## src/soc_pkg.sv

```systemverilog
// ~~~~~~~~~~~~~~~~~~~~
// SoC package
// Address map, bus types, widths and device indices
// shared by the interconnect and the devices
// ~~~~~~~~~~~~~~~~~~~~

package soc_pkg;

  // Bus widths
  typedef logic [31:0] bus_addr_t;
  typedef logic [31:0] bus_data_t;
  typedef logic [3:0]  bus_strb_t;

  typedef struct packed {
    logic      valid;  // Request strobe
    logic      we;
    bus_addr_t addr;
    bus_strb_t be;
    bus_data_t wdata;
  } bus_req_t;

  typedef struct packed {
    logic      valid;  // One-cycle response pulse
    logic      err;
    bus_data_t rdata;
  } bus_rsp_t;

  // Devices behind the interconnect
  localparam int NrDevices = 3;
  localparam int DevRam    = 0;
  localparam int DevTimer  = 1;
  localparam int DevPwm    = 2;

  typedef logic [$clog2(NrDevices)-1:0] dev_idx_t;

  // Address regions, masks follow from the sizes
  localparam bus_addr_t MemSize    = 32'd4096;
  localparam bus_addr_t MemStart   = 32'h0010_0000;
  localparam bus_addr_t MemMask    = ~(MemSize - 1);
  localparam bus_addr_t TimerSize  = 32'd4096;
  localparam bus_addr_t TimerStart = 32'h8000_2000;
  localparam bus_addr_t TimerMask  = ~(TimerSize - 1);
  localparam bus_addr_t PwmSize    = 32'd4096;
  localparam bus_addr_t PwmStart   = 32'h8000_3000;
  localparam bus_addr_t PwmMask    = ~(PwmSize - 1);

  localparam int MemWords = int'(MemSize / 4);

  // Decode table, indexed by device
  localparam bus_addr_t [NrDevices-1:0] DevBase = {PwmStart, TimerStart, MemStart};
  localparam bus_addr_t [NrDevices-1:0] DevMask = {PwmMask, TimerMask, MemMask};

  // Timer
  typedef logic [63:0] timer_val_t;
  localparam bus_addr_t TimerMtimeLo = 32'h0;
  localparam bus_addr_t TimerMtimeHi = 32'h4;
  localparam bus_addr_t TimerCmpLo   = 32'h8;
  localparam bus_addr_t TimerCmpHi   = 32'hC;

  // PWM, duty n sits at 4 * (n + 1)
  localparam int        PwmWidth     = 12;
  localparam int        PwmCtrSize   = 8;
  localparam bus_addr_t PwmPeriodOff = 32'h0;

  typedef logic [PwmCtrSize-1:0] pwm_cnt_t;
  typedef logic [PwmWidth-1:0]   pwm_out_t;

  // Merge the enabled bytes of a write into the old word
  function automatic bus_data_t apply_be(bus_data_t old_val, bus_data_t new_val, bus_strb_t be);
    bus_data_t res;
    res = old_val;
    for (int b = 0; b < 4; b++) begin
      if (be[b]) res[b*8 +: 8] = new_val[b*8 +: 8];
    end
    return res;
  endfunction

endpackage

```

## src/pwm_channels.sv

```systemverilog
// ~~~~~~~~~~~~~~~~~~~~
// PWM channels
// Shared period counter, one duty compare per output
// ~~~~~~~~~~~~~~~~~~~~

`timescale 1ns/1ps

module pwm_channels import soc_pkg::*; (
  input  logic                    clk_sys_i,
  input  logic                    rst_sys_ni,

  input  pwm_cnt_t                period_i,
  input  pwm_cnt_t [PwmWidth-1:0] duty_i,

  output pwm_out_t                pwm_o
);

  pwm_cnt_t ctr_q;
  pwm_out_t pwm_d;
  pwm_out_t pwm_q;

  // Counts 0 .. period, also catches a period lowered below the count
  always_ff @(posedge clk_sys_i or negedge rst_sys_ni) begin
    if (!rst_sys_ni) begin
      ctr_q <= '0;
    end else if (ctr_q >= period_i) begin
      ctr_q <= '0;
    end else begin
      ctr_q <= ctr_q + 1'b1;
    end
  end

  always_comb begin
    for (int n = 0; n < PwmWidth; n++) begin
      pwm_d[n] = ctr_q < duty_i[n];  // Duty above period keeps it high
    end
  end

  // Registered outputs, no glitches at the pins
  always_ff @(posedge clk_sys_i or negedge rst_sys_ni) begin
    if (!rst_sys_ni) begin
      pwm_q <= '0;
    end else begin
      pwm_q <= pwm_d;
    end
  end

  assign pwm_o = pwm_q;

endmodule

```

## config.mk

```make
export PLATFORM = sky130hd
export DESIGN_NAME = pwm_channels
export DESIGN_NICKNAME = d
export VERILOG_FILES = /design/src/soc_pkg.sv /design/src/pwm_channels.sv
export SDC_FILE = /design/constraint.sdc
export NUM_CORES = 1
export LEC_CHECK = 0
export ABC_AREA = 1
export BUFFER_PORTS_ARGS = -buffer_cell sky130_fd_sc_hd__buf_2
export CORE_MARGIN = 1
export CORE_UTILIZATION = 41
export CTS_CLUSTER_SIZE = 40
export DETAILED_ROUTE_END_ITERATION = 10
export GPL_ROUTABILITY_DRIVEN = 0
export PLACE_DENSITY = 0.69
export SLEW_MARGIN = 20
export SYNTH_ARGS = -nofsm -noshare
export SYNTH_HDL_FRONTEND = slang
export SYNTH_SLANG_ARGS = --single-unit
```

## constraint.sdc

```tcl
create_clock -name clk_sys_i -period 2.17 [get_ports clk_sys_i]
set_clock_uncertainty 0.2 [all_clocks]
set_input_delay 0.217 -clock clk_sys_i [delete_from_list [all_inputs] [get_ports clk_sys_i]]
set_output_delay 0.217 -clock clk_sys_i [all_outputs]
set_load 0.01 [all_outputs]
```

* After elaboration in Yosys (flattened, before gate mapping)
Cells that the tools add are included.
** Cells by class
- Magnitude comparators :: 13
- Mux-type cells :: 1
- Add/sub/neg operators :: 1
** Operators by type and width (number)
- $lt 8x8->1 :: 12
- $add 8x1->8 const B :: 1
- $ge 8x8->1 :: 1
- $mux 8 :: 1
** Storage, ports and cells
- Logic and storage cells :: 17
- Output and inout port bits :: 12
- Register bits :: 20
- Input bits :: 106

* Logic depth before layout (Yosys ltp)
- Depth in word-level cells :: 2
- Mapped depth :: 11
- Mapped depth without buffers :: 10

* Worst setup path after synthesis
No wires, ideal clock.
- Path kind :: register to register
- Start :: reg ctr_q[5]
- End :: reg ctr_q[0]
- Cell stages (with the launch flop) :: 7
- Setup slack :: 0.491 ns
- Setup time :: 0.073 ns
- Period minus slack after synthesis :: 1.679 ns
- Arrival :: 1.406 ns
- Path buffers :: 0
- Required time :: 1.897 ns
- Cell sequence :: dfrtp_1 > ha_1 > a21oi_1 > nor2_1 > nor2_1 > nand3_2 > nor2_1
** On the way
- Longest elaborated chain between the ends :: 2
** Ends and longest elaborated chain
- from (decl) :: line pwm_channels.sv:18 : pwm_cnt_t ctr_q;
- from (signal assigned) :: line pwm_channels.sv:29 : ctr_q <= ctr_q + 1'b1;
- $ge 8x8->1 :: line pwm_channels.sv:26 : end else if (ctr_q >= period_i) begin
- $mux 8 :: line pwm_channels.sv:26
No other way between the ends.

* Final worst setup path
- Start :: reg ctr_q[3]
- End :: reg ctr_q[4]
** On the way
- Longest elaborated chain between the ends :: 2
- Elaborated cells between the ends (all ways) :: 3
- Classes of those cells :: 1 x add/sub; 1 x order compare; 1 x mux
** Ends and longest elaborated chain (line)
- $add 8x1->8 / $ge 8x8->1 (equally long branches) :: pwm_channels.sv:29, pwm_channels.sv:26
- $mux 8 * :: pwm_channels.sv:26
Mark *: on every way between the ends. The rest lies on a longest branch, timed or not.

==> impl_results.md <==
* Outcome: finished clean
* Crit share post-route at 0.844
* Power density over the cells at 753 nW/um^2
* Net count, final at 773
* Synthesis-to-layout area growth at 27.0%
* Max_slew headroom at 0.656
* CTS Buf Count at 3
* Placed cell count at 667
* Ant. Diodes at 0
* Syn avg cell area at 6.94 um^2
* Worst Path Max Fanout at 10
* Post-route antenna net violation count at 0
* Final Util at 0.538
* IO buf count at 117
* Max Cap Viol at 0
* Clk sinks at 20
* Clock buffer depth at 2
* Initial core utilization at 0.424
* Critical path depth at 8
* Vias in the first global route at 2923
* GRT Residual Overflow at 0
* Area of the core at 7250 um^2
* DRT Wirelength at 7460 um
* Clock transition at path regs at 0.09 ns
* Average routed wire per standard cell at 11.1 um
* Drc violations at 0
* Highest Clock Rate at 546 MHz
* Crit-path cells: ha_1 -> nand2_1 -> inv_1 -> nand2_1 -> nand2_1 -> nand2_1 -> nand3_2 -> nor2_1
* First-pass GRT wire length at 12100 um
* Leakage power at 0.00259 uW
* Crit path max-delay family: flip-flops
* Slowest CP cell: dfrtp_1
* Max IR drop VDD at 371 uV
* Crit Path Category: flip-flop to flip-flop
* Slew Limit Fails at 0
* R2R Path Start: ctr_q[3]$_DFF_PN0_
* Buf+Inv Stages, Crit Path at 1
* CTS root buffer: clkbuf_8
* Die Area at 7850 um^2
* Clock Latency Late Sink at 0.26 ns
* Reg2reg path depth at 8
* Initial DRC Count at 62
* CP arrival at 1.83 ns
* Initial antenna violation count at 0
* Synthesized instance count at 443
* Drt pass-1 iters at 4
* Final min period at 1.83 ns
* Worst reg2reg setup slack at 0.34 ns
* Tightest Pin Transition at 0.516 ns
* Rows at 31
* DP Wirelength at 6190 um
* Fin cells at 672
* Critical path endpoint: ctr_q[4]$_DFF_PN0_
* GR Util All Layers at 0.199
* Seq cells post-synth at 20
* RSZ-0062 raised after global routing: false
* Vias per inst at 4.52
* Cell variety after synth at 18
* Chip height at 88.6 um
* CTS tree: built
* Largest net degree at the start of global routing at 21
* Final setup fails at 0
* Worst hold slack at 0.171 ns
* # H-tree levels at 1
* Boundary pin count at 118
* CP peak stage delay at 0.65 ns
* Critical Path Sink Type: flip-flop
* Total power at 2940 uW
* Post-synth top area share at 0.379
* WP data required at 2.17 ns
* Sequential element share of the synthesized area at 0.163
* Post-Syn Nets at 642
* Top cell type by total area after synthesis: ha_1
* Cell Area, Synth at 3070 um^2
* CP startpoint: ctr_q[3]$_DFF_PN0_
* YS warnings at 0
* Layout cells sized above 1 at 0.250
* Via count at 3039
* Worst hold path class: input port to flip-flop
* Post-cts sizing count at 0
* Die X at 88.6 um
* Startpoint Class: flip-flop
* Hold Fails Final Rpt at 0
* Critical R2R Capture: ctr_q[4]$_DFF_PN0_
* Top cells by area, synth: ha_1 38%, dfrtp_1 16%, inv_1 15%, nand2_1 13%, a21oi_1 6.8%
* Cell mode on critical path: nand2_1
* Setup TNS at 0 ns
-- metal layers --
metal	share of wire	up-vias	global-route usage	wire (um)
met5	0	-	0	0
met4	0.0056	0	0.0411	42
met3	0.040	2	0.0215	302
met2	0.51	78	0.396	3810
met1	0.44	1320	0.226	3300
li1	-	1639	-	-
-- synthesized netlist by cell type --
cell type / count
xor2_1: 4
nand3_2: 2
nand4_1: 1
ha_1: 93
a21oi_1: 42
nand3_1: 1
nor2_1: 25
nand2_2: 1
a21o_1: 1
a21oi_2: 8
inv_1: 120
nor2_2: 1
dfrtp_1: 20
nand2_1: 108
xnor2_1: 2
buf_6: 1
inv_2: 1
o21ai_0: 12
-- what timing repair did --
item,4_1_cts,5_1_grt
hold buffers,1,0
setup buffers,0,0
endpoints found under the hold margin,20,0
-- registers in the layout (all words and copies together), names as in the netlist --
signal  count
pwm_o      12
ctr_q       8
-- worst reg2reg max path, stage by stage (launching register included) --
cell and delay [ns]:
dfrtp_1 0.65, ha_1 0.34, nand2_1 0.08, inv_1 0.05, nand2_1 0.06, nand2_1 0.04, nand2_1 0.07, nand3_2 0.15
nor2_1 0.12
-- cell type report --
type | count | area, um^2
Tap cell | 99 | 124
Sequential cell | 20 | 500
Fill cell | 739 | 3350
Multi-Input combinational cell | 301 | 2110
Clock buffer | 4 | 55.1
Inverter | 121 | 454
Timing Repair Buffer | 127 | 663
-- how the worst min path moves through the flow --
stage                           from                   to  slack, ns  cells past startpoint
after global placement    rst_sys_ni   pwm_o[7]$_DFF_PN0_       0.02                      1
after floorplan           rst_sys_ni   ctr_q[0]$_DFF_PN0_      -0.28                      0
after detailed placement  rst_sys_ni   pwm_o[7]$_DFF_PN0_       0.02                      1
after global routing      duty_i[80]  pwm_o[10]$_DFF_PN0_       0.20                      7
final                     duty_i[80]  pwm_o[10]$_DFF_PN0_       0.17                      7
after CTS                 duty_i[80]  pwm_o[10]$_DFF_PN0_       0.17                      7
-- stage by stage --
stage,area [um^2],setup slack [ns]
floorplan,3070,0.491
global placement,3840,0.383
detailed placement,3840,0.345
CTS,3900,0.327
global route,3900,0.172
finish,3900,0.339
-- logic make-up (layout without fill, tap and decap cells) --
| kind of cell | count (synthesis) | count (layout) | share of synthesized area |
|---|---|---|---|
| and+or+nand+nor | 139 | 139 | 0.177 |
| buffers and inverters | 122 | 252 | 0.151 |
| adders and majority gates | 93 | 93 | 0.379 |
| AOI/OAI and AO/OA | 63 | 63 | 0.113 |
| DFF | 20 | 20 | 0.163 |
| xor gates and xnor gates | 6 | 6 | 0.0171 |
-- power by group --
part / internal, uW / switching, uW
clock: 162 / 142
combinational: 861 / 1140
sequential: 481 / 153
total: 1500 / 1430
-- cells in the final DEF, fill, tap and decap left out --
master           n
nand2_1        108
buf_2          117
ha_1            93
a21oi_1         42
a21oi_2          8
a21o_1           1
nor2_2           1
dfrtp_1         20
inv_2            1
nand3_2          2
nand2_2          1
xnor2_1          2
buf_4            9
nor2_1          25
xor2_1           4
nand4_1          1
inv_1          120
nand3_1          1
dlygate4sd3_1    1
clkbuf_8         4
o21ai_0         12
Power figures use the tool's default switching activity.
