### config.mk
export PLATFORM = sky130hd
export DESIGN_NAME = soc_bus_xbar
export DESIGN_NICKNAME = d
export VERILOG_FILES = /design/src/soc_pkg.sv /design/src/soc_bus_xbar.sv
export SDC_FILE = /design/constraint.sdc
export NUM_CORES = 1
export LEC_CHECK = 0
export ABC_AREA = 1
export BUFFER_PORTS_ARGS = -buffer_cell sky130_fd_sc_hd__buf_2
export CAP_MARGIN = 20
export CORE_AREA = 2 2 163 165
export DETAILED_ROUTE_END_ITERATION = 6
export DIE_AREA = 0 0 165 167
export PLACE_DENSITY = 0.46
export SLEW_MARGIN = 25
export SYNTH_ARGS = -nofsm -noshare
export SYNTH_HDL_FRONTEND = slang
export SYNTH_SLANG_ARGS = --single-unit
### constraint.sdc
create_clock -name clk_sys_i -period 2.68 [get_ports clk_sys_i]
set_clock_uncertainty 0.15 [all_clocks]
set_input_delay 0.268 -clock clk_sys_i [delete_from_list [all_inputs] [get_ports clk_sys_i]]
set_output_delay 0.268 -clock clk_sys_i [all_outputs]
set_load 0.01 [all_outputs]
### src/soc_pkg.sv
// ~~~~~~~~~~~~~~~~~~~~
// SoC package
// Address map, bus types, widths and device indices
// shared by the interconnect and the devices
// ~~~~~~~~~~~~~~~~~~~~

package soc_pkg;

  // Bus widths
  typedef logic [31:0] bus_addr_t;
  typedef logic [31:0] bus_data_t;
  typedef logic [3:0]  bus_strb_t;

  typedef struct packed {
    logic      valid;  // Request strobe
    logic      we;
    bus_addr_t addr;
    bus_strb_t be;
    bus_data_t wdata;
  } bus_req_t;

  typedef struct packed {
    logic      valid;  // One-cycle response pulse
    logic      err;
    bus_data_t rdata;
  } bus_rsp_t;

  // Devices behind the interconnect
  localparam int NrDevices = 3;
  localparam int DevRam    = 0;
  localparam int DevTimer  = 1;
  localparam int DevPwm    = 2;

  typedef logic [$clog2(NrDevices)-1:0] dev_idx_t;

  // Address regions, masks follow from the sizes
  localparam bus_addr_t MemSize    = 32'd4096;
  localparam bus_addr_t MemStart   = 32'h0010_0000;
  localparam bus_addr_t MemMask    = ~(MemSize - 1);
  localparam bus_addr_t TimerSize  = 32'd4096;
  localparam bus_addr_t TimerStart = 32'h8000_2000;
  localparam bus_addr_t TimerMask  = ~(TimerSize - 1);
  localparam bus_addr_t PwmSize    = 32'd4096;
  localparam bus_addr_t PwmStart   = 32'h8000_3000;
  localparam bus_addr_t PwmMask    = ~(PwmSize - 1);

  localparam int MemWords = int'(MemSize / 4);

  // Decode table, indexed by device
  localparam bus_addr_t [NrDevices-1:0] DevBase = {PwmStart, TimerStart, MemStart};
  localparam bus_addr_t [NrDevices-1:0] DevMask = {PwmMask, TimerMask, MemMask};

  // Timer
  typedef logic [63:0] timer_val_t;
  localparam bus_addr_t TimerMtimeLo = 32'h0;
  localparam bus_addr_t TimerMtimeHi = 32'h4;
  localparam bus_addr_t TimerCmpLo   = 32'h8;
  localparam bus_addr_t TimerCmpHi   = 32'hC;

  // PWM, duty n sits at 4 * (n + 1)
  localparam int        PwmWidth     = 12;
  localparam int        PwmCtrSize   = 8;
  localparam bus_addr_t PwmPeriodOff = 32'h0;

  typedef logic [PwmCtrSize-1:0] pwm_cnt_t;
  typedef logic [PwmWidth-1:0]   pwm_out_t;

  // Merge the enabled bytes of a write into the old word
  function automatic bus_data_t apply_be(bus_data_t old_val, bus_data_t new_val, bus_strb_t be);
    bus_data_t res;
    res = old_val;
    for (int b = 0; b < 4; b++) begin
      if (be[b]) res[b*8 +: 8] = new_val[b*8 +: 8];
    end
    return res;
  endfunction

endpackage

### src/soc_bus_xbar.sv
// ~~~~~~~~~~~~~~~~~~~~
// Bus interconnect
// Base/mask decode of the host address, fan-out to one device,
// registered select for the response path
// ~~~~~~~~~~~~~~~~~~~~

`timescale 1ns/1ps

module soc_bus_xbar import soc_pkg::*; (
  input  logic     clk_sys_i,
  input  logic     rst_sys_ni,

  input  bus_req_t host_req_i,
  output bus_rsp_t host_rsp_o,

  output bus_req_t dev_req_o [NrDevices],
  input  bus_rsp_t dev_rsp_i [NrDevices]
);

  logic [NrDevices-1:0] match;
  logic [NrDevices-1:0] dev_valid;
  dev_idx_t             sel_d;
  dev_idx_t             sel_q;
  logic                 hit_q;   // Mapped request last cycle
  logic                 miss_q;  // Unmapped request last cycle

  // Address decode
  always_comb begin
    sel_d = '0;
    for (int i = 0; i < NrDevices; i++) begin
      match[i] = (host_req_i.addr & DevMask[i]) == DevBase[i];
      if (match[i]) sel_d = dev_idx_t'(i);
    end
  end

  assign dev_valid = match & {NrDevices{host_req_i.valid}};

  // Same payload to every device but the strobe only to the hit one
  always_comb begin
    for (int i = 0; i < NrDevices; i++) begin
      dev_req_o[i]       = host_req_i;
      dev_req_o[i].valid = dev_valid[i];
    end
  end

  always_ff @(posedge clk_sys_i or negedge rst_sys_ni) begin
    if (!rst_sys_ni) begin
      hit_q  <= 1'b0;
      miss_q <= 1'b0;
      sel_q  <= '0;
    end else begin
      hit_q  <= host_req_i.valid & (|match);
      miss_q <= host_req_i.valid & ~(|match);
      sel_q  <= sel_d;
    end
  end

  // Response mux
  always_comb begin
    host_rsp_o = '0;
    if (miss_q) begin
      host_rsp_o.valid = 1'b1;  // Error with zero data
      host_rsp_o.err   = 1'b1;
    end else if (hit_q) begin
      host_rsp_o = dev_rsp_i[sel_q];
    end
  end

  // Regions must not overlap
  a_dev_onehot: assert property (
    @(posedge clk_sys_i) disable iff (!rst_sys_ni) $onehot0(dev_valid)
  ) else $error("More than one device selected");

  // Every device has to answer after exactly one cycle
  a_rsp_latency: assert property (
    @(posedge clk_sys_i) disable iff (!rst_sys_ni)
    host_req_i.valid |=> host_rsp_o.valid
  ) else $error("Missing response one cycle after request");

endmodule

### Yosys cells after proc, flatten, opt, wreduce, memory -nomap -nowiden

Cells that the tools add are included.

* equal/unequal tests: 3
* order comparisons: 1
* muxes and demuxes: 8
* bitwise gates (word level): 5
* reductions and logical operators: 1

Operators by type and width (count)
* $mux W34: 3
* $bmux W34 S2: 1
* $eq A20 B20 Y1 const B: 2
* $mux W32: 1
* $eq A20 B9 Y1 const B: 1
* $mux W2: 2
* $and A3 B3 Y3: 1
* $ge A3 B3 Y1 const B: 1
* $not A2 Y3: 1
* $reduce_or A3 Y1: 1
* $and A1 B1 Y1: 2
* $mux W1: 1
* $not A1 Y1: 1

* flip-flop bits (word level): 4

### Depth between registers and ports, before layout

* depth in word-level cells: 6
* depth in mapped cells: 8
* depth with buffers taken out: 8

### Worst setup path before layout

No wires, ideal clock.

* path type: register to output
* from: register sel_q[0]
* to: output host_rsp_o[11] in the netlist's numbering
* arrival time: 1.050 ns
* setup slack: 1.212 ns
* data required time: 2.262 ns
* stages on the path, launching flop included: 7
* cell sequence: dfrtp_1 > buf_6 > inv_4 > buf_6 > nor2_1 > a2bb2oi_1 > nor2_1

RTL lines
* start: declaration: line soc_bus_xbar.sv:23 `dev_idx_t sel_q;`
* start signal: assignment: line soc_bus_xbar.sv:54 `sel_q <= sel_d;`
* end: declaration: line soc_bus_xbar.sv:14 `output bus_rsp_t host_rsp_o,`

==> out/qor.yml <==
setup_path:
  crit_path_top_delay_cell: "inv_2"
  cp-end-kind: "output pin"
  crit_type: "reg -> out"
  arrival_ns: 1.89
  cp.required_ns: 2.26
  timing.critical_path.slowest_cell_delay_ns: 0.45
  worstPathCellList: "inv_2 -> o21ai_0 -> o21ai_1 -> nand2_1 -> nand2_1 -> buf_2"
  path_max_fanout: 35
  startpoint_type: "flip-flop"
  cp_common_cell: "nand2_1"
yosys:
  syn_area_per_cell_um2: 6.566
  synth_compound_area_share_pct: 16.86
  synth_top_family_by_area: "buffers and inverters"
  synth_mux_area_share_pct: 0
  synth_edf_count: 0
  synth_top_area_share_pct: 57.17
  synthAdderAreaFrac_pct: 0
  synth.area.top_cells: "buf_4 (57%), nor2_1 (11%), a2bb2oi_1 (10%), o21ai_0 (6.2%), dfrtp_1 (3.7%)"
  synthXorXnorAreaFrac_pct: 0
  synth_common_cells: "buf_4 (208), nor2_1 (77), o21ai_0 (34)"
  async_reset_ff_share_pct: 100.0
  synthesis.area_mm2: 0.002731
  synth.net_count: 590
  synthSimpleGateAreaFrac_pct: 16.72
  yosys_warnings: 0
  ys.flop_type: "dfrtp_1"
  yosysTopAreaCell: "buf_4"
  synth_cell_types: 17
  yosysMostFrequentCell: "buf_4"
  synthCells: 416
  ys_ff_latch: 4
  yosysSeqAreaShare_pct: 3.665
hold_path:
  min_path_type: "in -> reg"
power:
  seqPwrFrac_pct: 11.8
  vdd_drop_max_v: 0.00007283
  pwr-share-comb_pct: 44.2
  swShare_pct: 28.93
  cellPowerDensity_mw_per_mm2: 195.5
  pwr-share-clk_pct: 44.0
  p_leak_uw: 0.001474
  p_switching_uw: 151.9
  internal_power_uw: 373.2
cts:
  cts_buffers: 3
  cts_root_buf: "clkbuf_16"
  ctsLongestPathBuffers: 2
  ctsHtreeMaxLevel: 1
  post_cts_buffers: 0
  cts_tree: "done"
  cts_sinks: 4
  cts.clk_slew.worst_paths_ns: 0.03
grt:
  antenna_found_initial: 1
  grt_pass1_wl_um: 13320
  grt_pass1_vias: 2271
  grt_max_degree: 36
  gr-total-overflow: 0
  track_usage_pct: 6.463
detailed_routing:
  post_drt_wl_per_cell_um: 13.24
  routed_wl_um: 9998
  num_vias: 2425
  ant_nets: 0
  drtPass1Iterations: 4
  drt_iter0_drc: 95
  via_per_inst: 3.212
  route.detailed.drc: 0
sta:
  max_freq_ghz: 0.4329
  period_minus_slack_ns: 2.310
  layout_worst_path_cycle_share_pct: 86.19
  worst_slew_pin_slew_ns: 0.6126
  fin_setup_tns_ns: 0
  hold_viol: 0
  rsz0062_at_grt: "no"
  setup_violations: 0
  relSlewSlack_pct: 59.10
  hold_slack_ns: 0.1543
  finalMaxSlewViolations: 0
layout:
  fill_cells: 3055
  drive_gt1_share_pct: 56.43
  syn2layout_area_growth_pct: -1.649
  antenna_cells: 0
  nNetsFinal: 596
outcome:
  status: "completed"
floorplan:
  core_mm2: 0.02576
  ios: 418
  rows: 59
  initial_core_util_pct: 10.60
  die_w_um: 165
  die_y_um: 167
  dieArea_mm2: 0.02756
placed_design:
  gp_congestion: 0.6967
  hpwlAfterDp_um: 8555
  io_buffers: 221
job:
  max_cap_violations: 0
power groups by stage:
stage / Clock, µW / Sequential, µW / Combinational, µW
after detailed placement: 0 / 62.5 / 236
after floorplan: 0 / 62.4 / 362
final: 231 / 61.8 / 232
after global routing: 239 / 62.0 / 256
after CTS: 235 / 61.8 / 238
after global placement: 0 / 62.4 / 236
path summary, 6_finish.rpt:
check / depth (start not counted) / slack, ns / endpoint / start
setup / recovery: 6 / 0.37 / host_rsp_o[33] / sel_q[1]
hold / removal: 3 / 0.15 / hit_q / host_req_i[69]
max in group asynchronous: 2 / 2.02 / sel_q[1] / rst_sys_ni
min in group asynchronous: 2 / 0.25 / miss_q / rst_sys_ni
cell families after synthesis:
family / count (synthesis)
AND/OR/NAND/NOR: 110
AO/OA/AOI/OAI: 68
flip-flops: 4
buffers and inverters: 234
what timing repair did:
action | CTS | global route
endpoints found under the hold margin | 4 | 0
hold buffers | 1 | 0
resized for setup | 0 | 0
routing by layer:
metal | track usage [%] | share of wire [%] | up-vias
met5 | 0 | 0 | -
met4 | 0.7561 | 0.30 | 0
met3 | 4.981 | 19 | 7
met2 | 10.47 | 44 | 265
met1 | 6.834 | 37 | 1020
li1 | - | - | 1133
sequential cells by signal, indices dropped and copies added (netlist names):
| signal | count |
|---|---|
| sel_q | 2 |
| hit_q | 1 |
| miss_q | 1 |
metrics by stage:
step | total power [µW] | worst slack [ns] | utilization, % | cells | area (µm²)
final | 525.1 | 0.3702 | 10.43 | 755 | 2686
after global routing | 556.4 | 0.1557 | 10.43 | 755 | 2686
after CTS | 534.8 | 0.2705 | 10.43 | 755 | 2686
after detailed placement | 298.3 | 0.5062 | 10.10 | 751 | 2601
after global placement | 298.4 | 0.4221 | 10.10 | 751 | 2601
after floorplan | 424.0 | 1.212 | - | 416 | 2731
cells in the final DEF (no fill, tap or decap), types with 2 or more instances in the layout:
| master | count |
|---|---|
| nor2_1 | 77 |
| o21ai_1 | 2 |
| inv_1 | 9 |
| a2bb2oi_1 | 32 |
| nand3_1 | 5 |
| nand2_1 | 18 |
| buf_4 | 2 |
| nor2_2 | 8 |
| o21ai_0 | 34 |
| clkbuf_16 | 3 |
| buf_2 | 221 |
| dfrtp_1 | 4 |
cell type report:
cell class	count	area (µm²)	share of cell area, %
multi-input cells	178	917.1	34.14
well taps	335	419.2	15.60
inverters	11	43.79	1.630
repair buffers	224	1131	42.11
clock buffers	3	75.07	2.795
flip-flops and latches	4	100.1	3.726
worst max-delay path: cells and delay by family (launching register included):
| family | cells | cell delay, ns |
|---|---|---|
| flops | 1 | 0.36 |
| simple gates | 2 | 0.17 |
| buf+inv | 2 | 0.58 |
| compound gates | 2 | 0.55 |
No activity file was read; power rests on OpenSTA's default activity.
