**src/soc_pkg.sv**
```systemverilog
// ~~~~~~~~~~~~~~~~~~~~
// SoC package
// Address map, bus types, widths and device indices
// shared by the interconnect and the devices
// ~~~~~~~~~~~~~~~~~~~~

package soc_pkg;

  // Bus widths
  typedef logic [31:0] bus_addr_t;
  typedef logic [31:0] bus_data_t;
  typedef logic [3:0]  bus_strb_t;

  typedef struct packed {
    logic      valid;  // Request strobe
    logic      we;
    bus_addr_t addr;
    bus_strb_t be;
    bus_data_t wdata;
  } bus_req_t;

  typedef struct packed {
    logic      valid;  // One-cycle response pulse
    logic      err;
    bus_data_t rdata;
  } bus_rsp_t;

  // Devices behind the interconnect
  localparam int NrDevices = 3;
  localparam int DevRam    = 0;
  localparam int DevTimer  = 1;
  localparam int DevPwm    = 2;

  typedef logic [$clog2(NrDevices)-1:0] dev_idx_t;

  // Address regions, masks follow from the sizes
  localparam bus_addr_t MemSize    = 32'd4096;
  localparam bus_addr_t MemStart   = 32'h0010_0000;
  localparam bus_addr_t MemMask    = ~(MemSize - 1);
  localparam bus_addr_t TimerSize  = 32'd4096;
  localparam bus_addr_t TimerStart = 32'h8000_2000;
  localparam bus_addr_t TimerMask  = ~(TimerSize - 1);
  localparam bus_addr_t PwmSize    = 32'd4096;
  localparam bus_addr_t PwmStart   = 32'h8000_3000;
  localparam bus_addr_t PwmMask    = ~(PwmSize - 1);

  localparam int MemWords = int'(MemSize / 4);

  // Decode table, indexed by device
  localparam bus_addr_t [NrDevices-1:0] DevBase = {PwmStart, TimerStart, MemStart};
  localparam bus_addr_t [NrDevices-1:0] DevMask = {PwmMask, TimerMask, MemMask};

  // Timer
  typedef logic [63:0] timer_val_t;
  localparam bus_addr_t TimerMtimeLo = 32'h0;
  localparam bus_addr_t TimerMtimeHi = 32'h4;
  localparam bus_addr_t TimerCmpLo   = 32'h8;
  localparam bus_addr_t TimerCmpHi   = 32'hC;

  // PWM, duty n sits at 4 * (n + 1)
  localparam int        PwmWidth     = 12;
  localparam int        PwmCtrSize   = 8;
  localparam bus_addr_t PwmPeriodOff = 32'h0;

  typedef logic [PwmCtrSize-1:0] pwm_cnt_t;
  typedef logic [PwmWidth-1:0]   pwm_out_t;

  // Merge the enabled bytes of a write into the old word
  function automatic bus_data_t apply_be(bus_data_t old_val, bus_data_t new_val, bus_strb_t be);
    bus_data_t res;
    res = old_val;
    for (int b = 0; b < 4; b++) begin
      if (be[b]) res[b*8 +: 8] = new_val[b*8 +: 8];
    end
    return res;
  endfunction

endpackage

```
**src/soc_timer.sv**
```systemverilog
// ~~~~~~~~~~~~~~~~~~~~
// Timer
// Free-running 64-bit time with a compare value,
// interrupt while time has reached compare
// ~~~~~~~~~~~~~~~~~~~~

`timescale 1ns/1ps

module soc_timer import soc_pkg::*; (
  input  logic     clk_sys_i,
  input  logic     rst_sys_ni,

  input  bus_req_t req_i,
  output bus_rsp_t rsp_o,

  output logic     timer_irq_o
);

  timer_val_t mtime_q;
  timer_val_t mtimecmp_q;
  bus_addr_t  offset;
  logic       wr;
  logic       valid_q;
  bus_data_t  rdata_d;
  bus_data_t  rdata_q;

  assign offset = req_i.addr & ~TimerMask;
  assign wr     = req_i.valid & req_i.we;

  always_ff @(posedge clk_sys_i or negedge rst_sys_ni) begin
    if (!rst_sys_ni) begin
      mtime_q    <= '0;
      mtimecmp_q <= '1;  // Far future, irq low
    end else begin
      // Counter holds for one cycle when software writes it
      if (wr && offset == TimerMtimeLo) begin
        mtime_q[31:0] <= apply_be(mtime_q[31:0], req_i.wdata, req_i.be);
      end else if (wr && offset == TimerMtimeHi) begin
        mtime_q[63:32] <= apply_be(mtime_q[63:32], req_i.wdata, req_i.be);
      end else begin
        mtime_q <= mtime_q + 64'd1;
      end

      if (wr && offset == TimerCmpLo) begin
        mtimecmp_q[31:0] <= apply_be(mtimecmp_q[31:0], req_i.wdata, req_i.be);
      end
      if (wr && offset == TimerCmpHi) begin
        mtimecmp_q[63:32] <= apply_be(mtimecmp_q[63:32], req_i.wdata, req_i.be);
      end
    end
  end

  always_comb begin
    case (offset)
      TimerMtimeLo: rdata_d = mtime_q[31:0];
      TimerMtimeHi: rdata_d = mtime_q[63:32];
      TimerCmpLo:   rdata_d = mtimecmp_q[31:0];
      TimerCmpHi:   rdata_d = mtimecmp_q[63:32];
      default:      rdata_d = '0;
    endcase
  end

  always_ff @(posedge clk_sys_i) begin
    if (req_i.valid) begin
      rdata_q <= req_i.we ? '0 : rdata_d;
    end
  end

  always_ff @(posedge clk_sys_i or negedge rst_sys_ni) begin
    if (!rst_sys_ni) begin
      valid_q <= 1'b0;
    end else begin
      valid_q <= req_i.valid;
    end
  end

  assign rsp_o       = '{valid: valid_q, err: 1'b0, rdata: rdata_q};
  assign timer_irq_o = mtime_q >= mtimecmp_q;

  // All-ones compare disables the interrupt in practice
  a_irq_disabled: assert property (
    @(posedge clk_sys_i) disable iff (!rst_sys_ni)
    $rose(timer_irq_o) |-> mtimecmp_q != '1
  ) else $error("Timer interrupt raised with compare at all ones");

endmodule

```
**config.mk**
```make
export PLATFORM = sky130hd
export DESIGN_NAME = soc_timer
export DESIGN_NICKNAME = d
export VERILOG_FILES = /design/src/soc_pkg.sv /design/src/soc_timer.sv
export SDC_FILE = /design/constraint.sdc
export NUM_CORES = 1
export LEC_CHECK = 0
export BUFFER_PORTS_ARGS = -buffer_cell sky130_fd_sc_hd__buf_2
export CAP_MARGIN = 40
export CORE_MARGIN = 2
export CORE_UTILIZATION = 35
export DETAILED_ROUTE_END_ITERATION = 8
export SLEW_MARGIN = 20
export SYNTH_ARGS = -nofsm -noshare
export SYNTH_HDL_FRONTEND = slang
export SYNTH_SLANG_ARGS = --single-unit
```
**constraint.sdc**
```tcl
create_clock -name clk_sys_i -period 3.8 [get_ports clk_sys_i]
set_clock_uncertainty 0.15 [all_clocks]
set_input_delay 0.38 -clock clk_sys_i [delete_from_list [all_inputs] [get_ports clk_sys_i]]
set_output_delay 0.38 -clock clk_sys_i [all_outputs]
set_load 0.005 [all_outputs]
```
Word level (Yosys, flattened, before mapping) --
Index checks and enable logic that the tools add are counted.
Word-level totals: flip-flop bits (word level) 161, bits of input ports 72, output and inout port bits 35
Operators by class: add/subtract/negate cells 1, $lt $le $gt $ge 1, equality and inequality tests 12, muxes and demuxes 8, bitwise logic cells 2, reductions and logical operators 21
Operator list (number):
- $pmux W32 S4 | 1
- $mux W32 | 3
- $add A64 B1 Y64 const B | 1
- $ge A64 B64 Y1 | 1
- $logic_not A32 Y1 | 1
- $mux W8 | 4
- $reduce_and A2 Y1 | 16
- $eq A12 B4 Y1 const B | 2
- $ne A2 B2 Y1 const B | 9
- $eq A12 B3 Y1 const B | 1
- $logic_and A1 B1 Y1 | 4
- $and A1 B1 Y1 | 1
- $not A1 Y1 | 1

Logic depth before layout (Yosys ltp) --
Gate-level depths: netlist of run 1.
word-level depth 4, gate-level depth with buffers 10

Least setup slack after synthesis of run 1 --
No wires, ideal clock.
path type reg-to-output, start register mtimecmp_q[38], end output timer_irq_o, arrival time 2.104 ns, required time 3.270 ns, setup slack 1.166 ns, cell stages (with the launch flop) 9, path buffers 0, cells stage by stage dfstp_2 > inv_1 > ha_1 > and4_1 > nand3_1 > or4_1 > nor4_1 > a21oi_1 > o21ai_0
On the way: word-level cells in the longest chain between the ends 1
RTL lines:
- start: declaration | RTL line soc_timer.sv:20 | timer_val_t mtimecmp_q;
- start signal: assignment | RTL line soc_timer.sv:48 | mtimecmp_q[63:32] <= apply_be(mtimecmp_q[63:32], req_i.wdata, req_i.be);
- $ge A64 B64 Y1 | RTL line soc_timer.sv:78 | assign timer_irq_o = mtime_q >= mtimecmp_q;
- end: declaration | RTL line soc_timer.sv:16 | output logic timer_irq_o
No other way between the ends.

Worst setup path after layout of run 1 --
Ends and elaborated chain as after synthesis.

==> metrics.yaml, run 1 <==
final_common_cell: "a21oi_1"
holdPathEnd: "mtime_q[50]"
gp_congestion: 0.904
cellPowerDensity_nw_per_um2: 339
antenna_found_initial: 4
grt_max_degree: 74
io_buffers: 85
avgRoutedWirePerCell_microns: 20.6
final_max_slew_viol_count: 0
rr_endpoint: "mtime_q[58]"
synth_edf_count: 32
synth_cell_types: 69
async_flop_share_pct: 80.1
clk_latency_ps: 430
antenna_left: 0
area_growth_pct: 14.8
place_hpwl_microns: 22300
vias_per_cell: 5.80
seq_area_sq_um: 4270
critical_path_class: "reg2out"
synth_area_per_cell_sq_um: 9.50
endpoint_kind: "output pin"
chipWidth_microns: 173
tightest_slew_ps: 831
htreeDepth: 4
fmax_mhz: 271
yosys_warnings: 0
wl_microns: 31600
drt_iter0_drc: 1016
setup_violations: 0
synth_seq_area_share_pct: 42.5
cts_sinks: 161
drt_pass1_iterations: 9
drive_gt1_share_pct: 24.8
ys.flop_type: "dfrtp_1"
dieArea_sq_um: 30100
crit_fanout: 4
rows: 62
final_cell_mix: "129 x a21oi_1, 115 x nand2_1, 84 x buf_2"
die_y_microns: 173
p_leak_nw: 4.61
fin_nets: 1273
hold_viol: 0
reg2reg_setup_slack_ps: 790
fp.coreArea_sq_um: 28500
required_ps: 3270
slew_headroom_pct: 44.6
crit_path_start_kind: "flip-flop"
multi_input_area_sq_um: 5290
clkTransAtPathRegs_ps: 70
drc: 3
hold_path_depth: 2
worstReg2RegStart: "mtime_q[10]"
grt_pass1_wl_microns: 49500
clk_path_buf_depth: 2
placedCellCount: 1499
drv_cap: 0
clockRootBuffer: "clkbuf_16"
grt_pass1_vias: 8583
synth_area_sq_um: 10000
cts_tree: "done"
final_cells: 1536
syn-num-nets: 1194
min-delay-start: "req_i[18]"
io_pins: 107
fillerInstances: 2872
outcome: "finished, violations left"
initial_core_util_pct: 35.3
cts-buffers-inserted: 17
ys_ff_latch: 161
peakVddDrop_mv: 0.277
grt.total_usage_pct: 21.1
netlist_instances: 1057
period_minus_slack_ps: 3690
violations: "DRC"
finalCritPeriodShare_pct: 97.0
worstHoldPathType: "in2reg"
crit_arrival_ps: 3160
via_count: 8906
reg2reg_depth: 6
setup_tns_ps: 0
grt.overflow.total: 0
rsz0062_at_grt: "false"
-- logic make-up (layout without fill, tap and decap cells) --
group                    Yosys count  count (layout)  share of synthesized area [%]
AND/OR/NAND/NOR                  338             338                           17.3
AO/OA/AOI/OAI                    299             299                           19.3
flip-flops                       161             161                           42.5
buffers and inverters            121             213                           4.82
multiplexers                      70              70                           7.78
adder cells (fa/ha/maj)           65              65                           8.10
XOR/XNOR                           2               2                          0.175
other                              1               4                         0.0374
-- repair_timing --
action | 4_1_cts | 5_1_grt
hold buffers | 1 | 0
resized for setup | 0 | 1
buffers inserted | 0 | 0
hold endpoints to repair | 27 | 0
endpoints found under the setup margin | 0 | 1
-- layout make-up --
| type | instances | share of cell area, % |
|---|---|---|
| Clock inverter | 10 | 0.977 |
| Inverter | 69 | 2.25 |
| Tap cell | 384 | 4.17 |
| Timing Repair Buffer | 112 | 5.58 |
| Clock buffer | 22 | 4.03 |
| Antenna cell | 3 | 0.0651 |
| Sequential cell | 161 | 37.0 |
| Multi-Input combinational cell | 775 | 45.9 |
-- per-stage QoR --
step	utilization (%)	setup WS [ps]	power (W)	area, sq um	hold WS (ps)
floorplan	-	1170	0.00203	10000	-65.6
global placement	38.4	544	0.00220	10900	333
detailed placement	38.4	519	0.00221	10900	331
CTS	40.5	45.4	0.00395	11500	75.0
global route	40.5	22.7	0.00407	11500	86.0
finish	40.5	114	0.00391	11500	80.3
-- cell usage after synthesis (all sizes together) (3+ instances only) --
cell type  number  area, sq um
nand3          40          205
nor3           19         95.1
buf            10         66.3
mux2           64          721
o22ai          11         68.8
a211oi         13         97.6
o32ai           4         35.0
and4           14          125
a41oi           3         26.3
a222oi         32          320
o221a           4         45.0
a311oi          6         52.6
edfxtp         32          961
o21ai          45          225
mux2i           6         60.1
dfrtp          65         1630
inv            69          259
nand2         119          457
and3           28          175
a21o           17          128
or2             3         18.8
nor2           51          191
a21oi         129          646
ha             65          813
o22a            5         43.8
a221oi          4         41.3
and2            4         25.0
nand4          35          234
nor4           10         83.8
o21a            7         52.6
clkbuf         42          159
dfstp          64         1680
or4             3         26.3
a31oi           3         18.8
-- layer usage --
layer | track usage, % | share of wire (%) | vias up
li1 | - | - | 4146
met1 | 29.9 | 46 | 4352
met2 | 32.2 | 45 | 355
met3 | 3.57 | 6.4 | 51
met4 | 7.94 | 2.7 | 2
met5 | 0 | 0.051 | -
-- registers in the layout (all words and copies together) (netlist names) --
register,cells
valid_q,1
mtime_q,64
rdata_q,32
mtimecmp_q,64
-- critical path, cell delays in order, from the launching register on --
cell and delay (ps):
dfstp_2 540, inv_1 40, ha_1 330, and4_1 280, nand3_1 160, or4_1 590
nor4_1 270, a21oi_1 110, o21ai_1 250, buf_2 160
-- worst max-delay path by stage --
stage                         from          end  cells past startpoint
global route        mtimecmp_q[38]  timer_irq_o                      9
global placement    mtimecmp_q[38]  timer_irq_o                      9
CTS                 mtimecmp_q[38]  timer_irq_o                      9
finish              mtimecmp_q[38]  timer_irq_o                      9
detailed placement  mtimecmp_q[38]  timer_irq_o                      9
floorplan           mtimecmp_q[38]  timer_irq_o                      8
-- where the power goes --
group          switching, W  internal, W
clock network      0.000732     0.000999
logic              0.000180     0.000106
registers         0.0000824      0.00181
total              0.000994      0.00292
No activity file was read; power rests on OpenSTA's default activity.
==> run 2, diff against run 1 <==
--- a/config.mk
+++ b/config.mk
@@ -7,6 +7,7 @@
 export LEC_CHECK = 0
 export BUFFER_PORTS_ARGS = -buffer_cell sky130_fd_sc_hd__buf_2
 export CAP_MARGIN = 40
+export CORE_ASPECT_RATIO = 0.7
 export CORE_MARGIN = 2
 export CORE_UTILIZATION = 35
 export DETAILED_ROUTE_END_ITERATION = 8
==> run 2 against run 1 <==
The flow now finishes without violations. Largest cell class unchanged. Largest power group unchanged. Critical endpoint unchanged. Design area increased by 0.21%. Cell count is 0.85% lower. Routed wire length increased by 0.97%. Non-clock buffer count is 1 higher. Utilization grew 0.75 points. Count of clock-buffer cells in the layout decreased by 3. Highest routed layer is now met4.
==> metrics.yaml, run 2 (same netlist as run 1, synthesis figures left out) <==
outcome: "completed"
tightest_slew_ps: 812
vias_per_cell: 5.86
die_y_microns: 146
place_hpwl_microns: 23400
worstHoldPathType: "in2reg"
grt.total_usage_pct: 21.5
antenna_left: 0
endpoint_kind: "output pin"
initial_core_util_pct: 35.8
crit_fanout: 4
chipWidth_microns: 206
hold_viol: 0
drt_pass1_iterations: 8
setup_tns_ps: 0
final_util_pct: 41.2
placedCellCount: 1487
reg2reg_setup_slack_ps: 710
reg2reg_depth: 7
io_buffers: 85
critical_path_buf_inv_count: 2
p_leak_nw: 4.64
drv_cap: 0
fin_area_sq_um: 11600
fmax_mhz: 279
fp.coreArea_sq_um: 28000
slowest_delay_ps: 550
period_minus_slack_ps: 3580
slowest_stage: "dfstp_2"
cp_top_family: "simple AND/OR/NAND/NOR gates"
hold_path_depth: 2
cts_tree: "done"
place_area_sq_um: 10900
clkTransAtPathRegs_ps: 70
critical_path_class: "reg2out"
area_growth_pct: 15.1
fin_nets: 1274
cts_sinks: 161
dieArea_sq_um: 30100
grt_max_degree: 75
clk_latency_ps: 450
cellPowerDensity_nw_per_um2: 340
drt_iter0_drc: 1224
grt.overflow.total: 0
drive_gt1_share_pct: 25.2
crit_path_start_kind: "flip-flop"
clk_path_buf_depth: 2
total_power_w: 0.00392
gp_congestion: 0.894
rr_endpoint: "mtime_q[62]"
holdPathEnd: "mtime_q[35]"
peakVddDrop_mv: 0.264
io_pins: 107
reg_top3: "mtime_q (64), mtimecmp_q (64), rdata_q (32)"
via_count: 8922
slew_headroom_pct: 45.8
htreeDepth: 4
worstReg2RegStart: "mtime_q[0]"
rsz0062_at_grt: "false"
setup_violations: 0
final_cell_mix: "129 x a21oi_1, 115 x nand2_1, 84 x buf_2"
min-delay-start: "req_i[3]"
avgRoutedWirePerCell_microns: 21.0
grt_pass1_wl_microns: 49300
crit_arrival_ps: 3050
rows: 51
crit_chain: "inv_1 > ha_1 > and4_1 > nand3_1 > or4_4 > nor4_1 > a21oi_1 > o21ai_0 > buf_2"
required_ps: 3270
grt_pass1_vias: 8256
cts-buffers-inserted: 17
wl_microns: 31900
fillerInstances: 2785
cts_setup_buffers: 0
final_common_cell: "a21oi_1"
clockRootBuffer: "clkbuf_16"
drc: 0
antenna_found_initial: 2
final_max_slew_viol_count: 0
finalCritPeriodShare_pct: 94.3
final_cells: 1523
run 2: changes by cell type in the layout (fill, tap and decap cells not counted):
cell             delta
buf_1               -1
buf_16              +1
clkbuf_1            -2
clkbuf_8            -1
clkdlybuf4s15_2     +1
clkinv_2            +1
clkinv_4            +3
clkinvlp_4          -2
diode_2             -1
inv_6               +1
o21ai_0             +1
o21ai_1             -1
or4_1               -1
or4_4               +1
run 2: final cells by class:
class	instances	area [sq um]	area share, %
Multi-Input combinational cell	775	5300	45.9
Sequential cell	161	4270	37.0
Timing Repair Buffer	113	678	5.87
Tap cell	371	464	4.02
Clock buffer	19	443	3.83
Inverter	69	259	2.24
Clock inverter	13	138	1.19
Antenna cell	2	5.00	0.0433
run 2: how the worst max path moves through the flow:
stage / startpoint / to / slack [ps] / depth (start not counted)
floorplan: mtimecmp_q[38] / timer_irq_o / 1170 / 8
global placement: mtimecmp_q[38] / timer_irq_o / 600 / 9
detailed placement: mtimecmp_q[38] / timer_irq_o / 610 / 9
CTS: mtimecmp_q[38] / timer_irq_o / 120 / 9
global route: mtimecmp_q[38] / timer_irq_o / 70 / 9
finish: mtimecmp_q[38] / timer_irq_o / 220 / 9
run 2: routing by layer:
layer | global-route usage, % | vias to the layer above | wire length, microns
met4 | 6.75 | 0 | 541
met5 | 0 | - | 0
met3 | 4.59 | 36 | 2880
met1 | 34.1 | 4335 | 15600
met2 | 28.5 | 391 | 12900
li1 | - | 4160 | -
run 2: metrics by stage:
step | setup WS, ps | hold WS (ps)
global route | 69.1 | 66.9
finish | 218 | 71.1
CTS | 117 | 55.4
floorplan | 1170 | -65.6
global placement | 597 | 384
detailed placement | 605 | 83.1
run 2: what timing repair did:
item,4_1_cts,5_1_grt
hold buffers,1,0
hold endpoints to repair,68,0
setup endpoints to repair,0,1
resized for setup,0,1
run 2: worst reg2reg max path, delay by kind of cell (launching register included):
family / cells / cell delay (ps)
fa+ha+maj: 1 / 280
compound gates: 1 / 180
flops: 1 / 480
simple gates: 5 / 1910
run 2: power breakdown:
part / total [W] / internal (W) / switching [W]
combinational: 0.000294 / 0.000110 / 0.000183
clock: 0.00174 / 0.000984 / 0.000758
sequential: 0.00189 / 0.00181 / 0.0000757
total: 0.00392 / 0.00291 / 0.00102
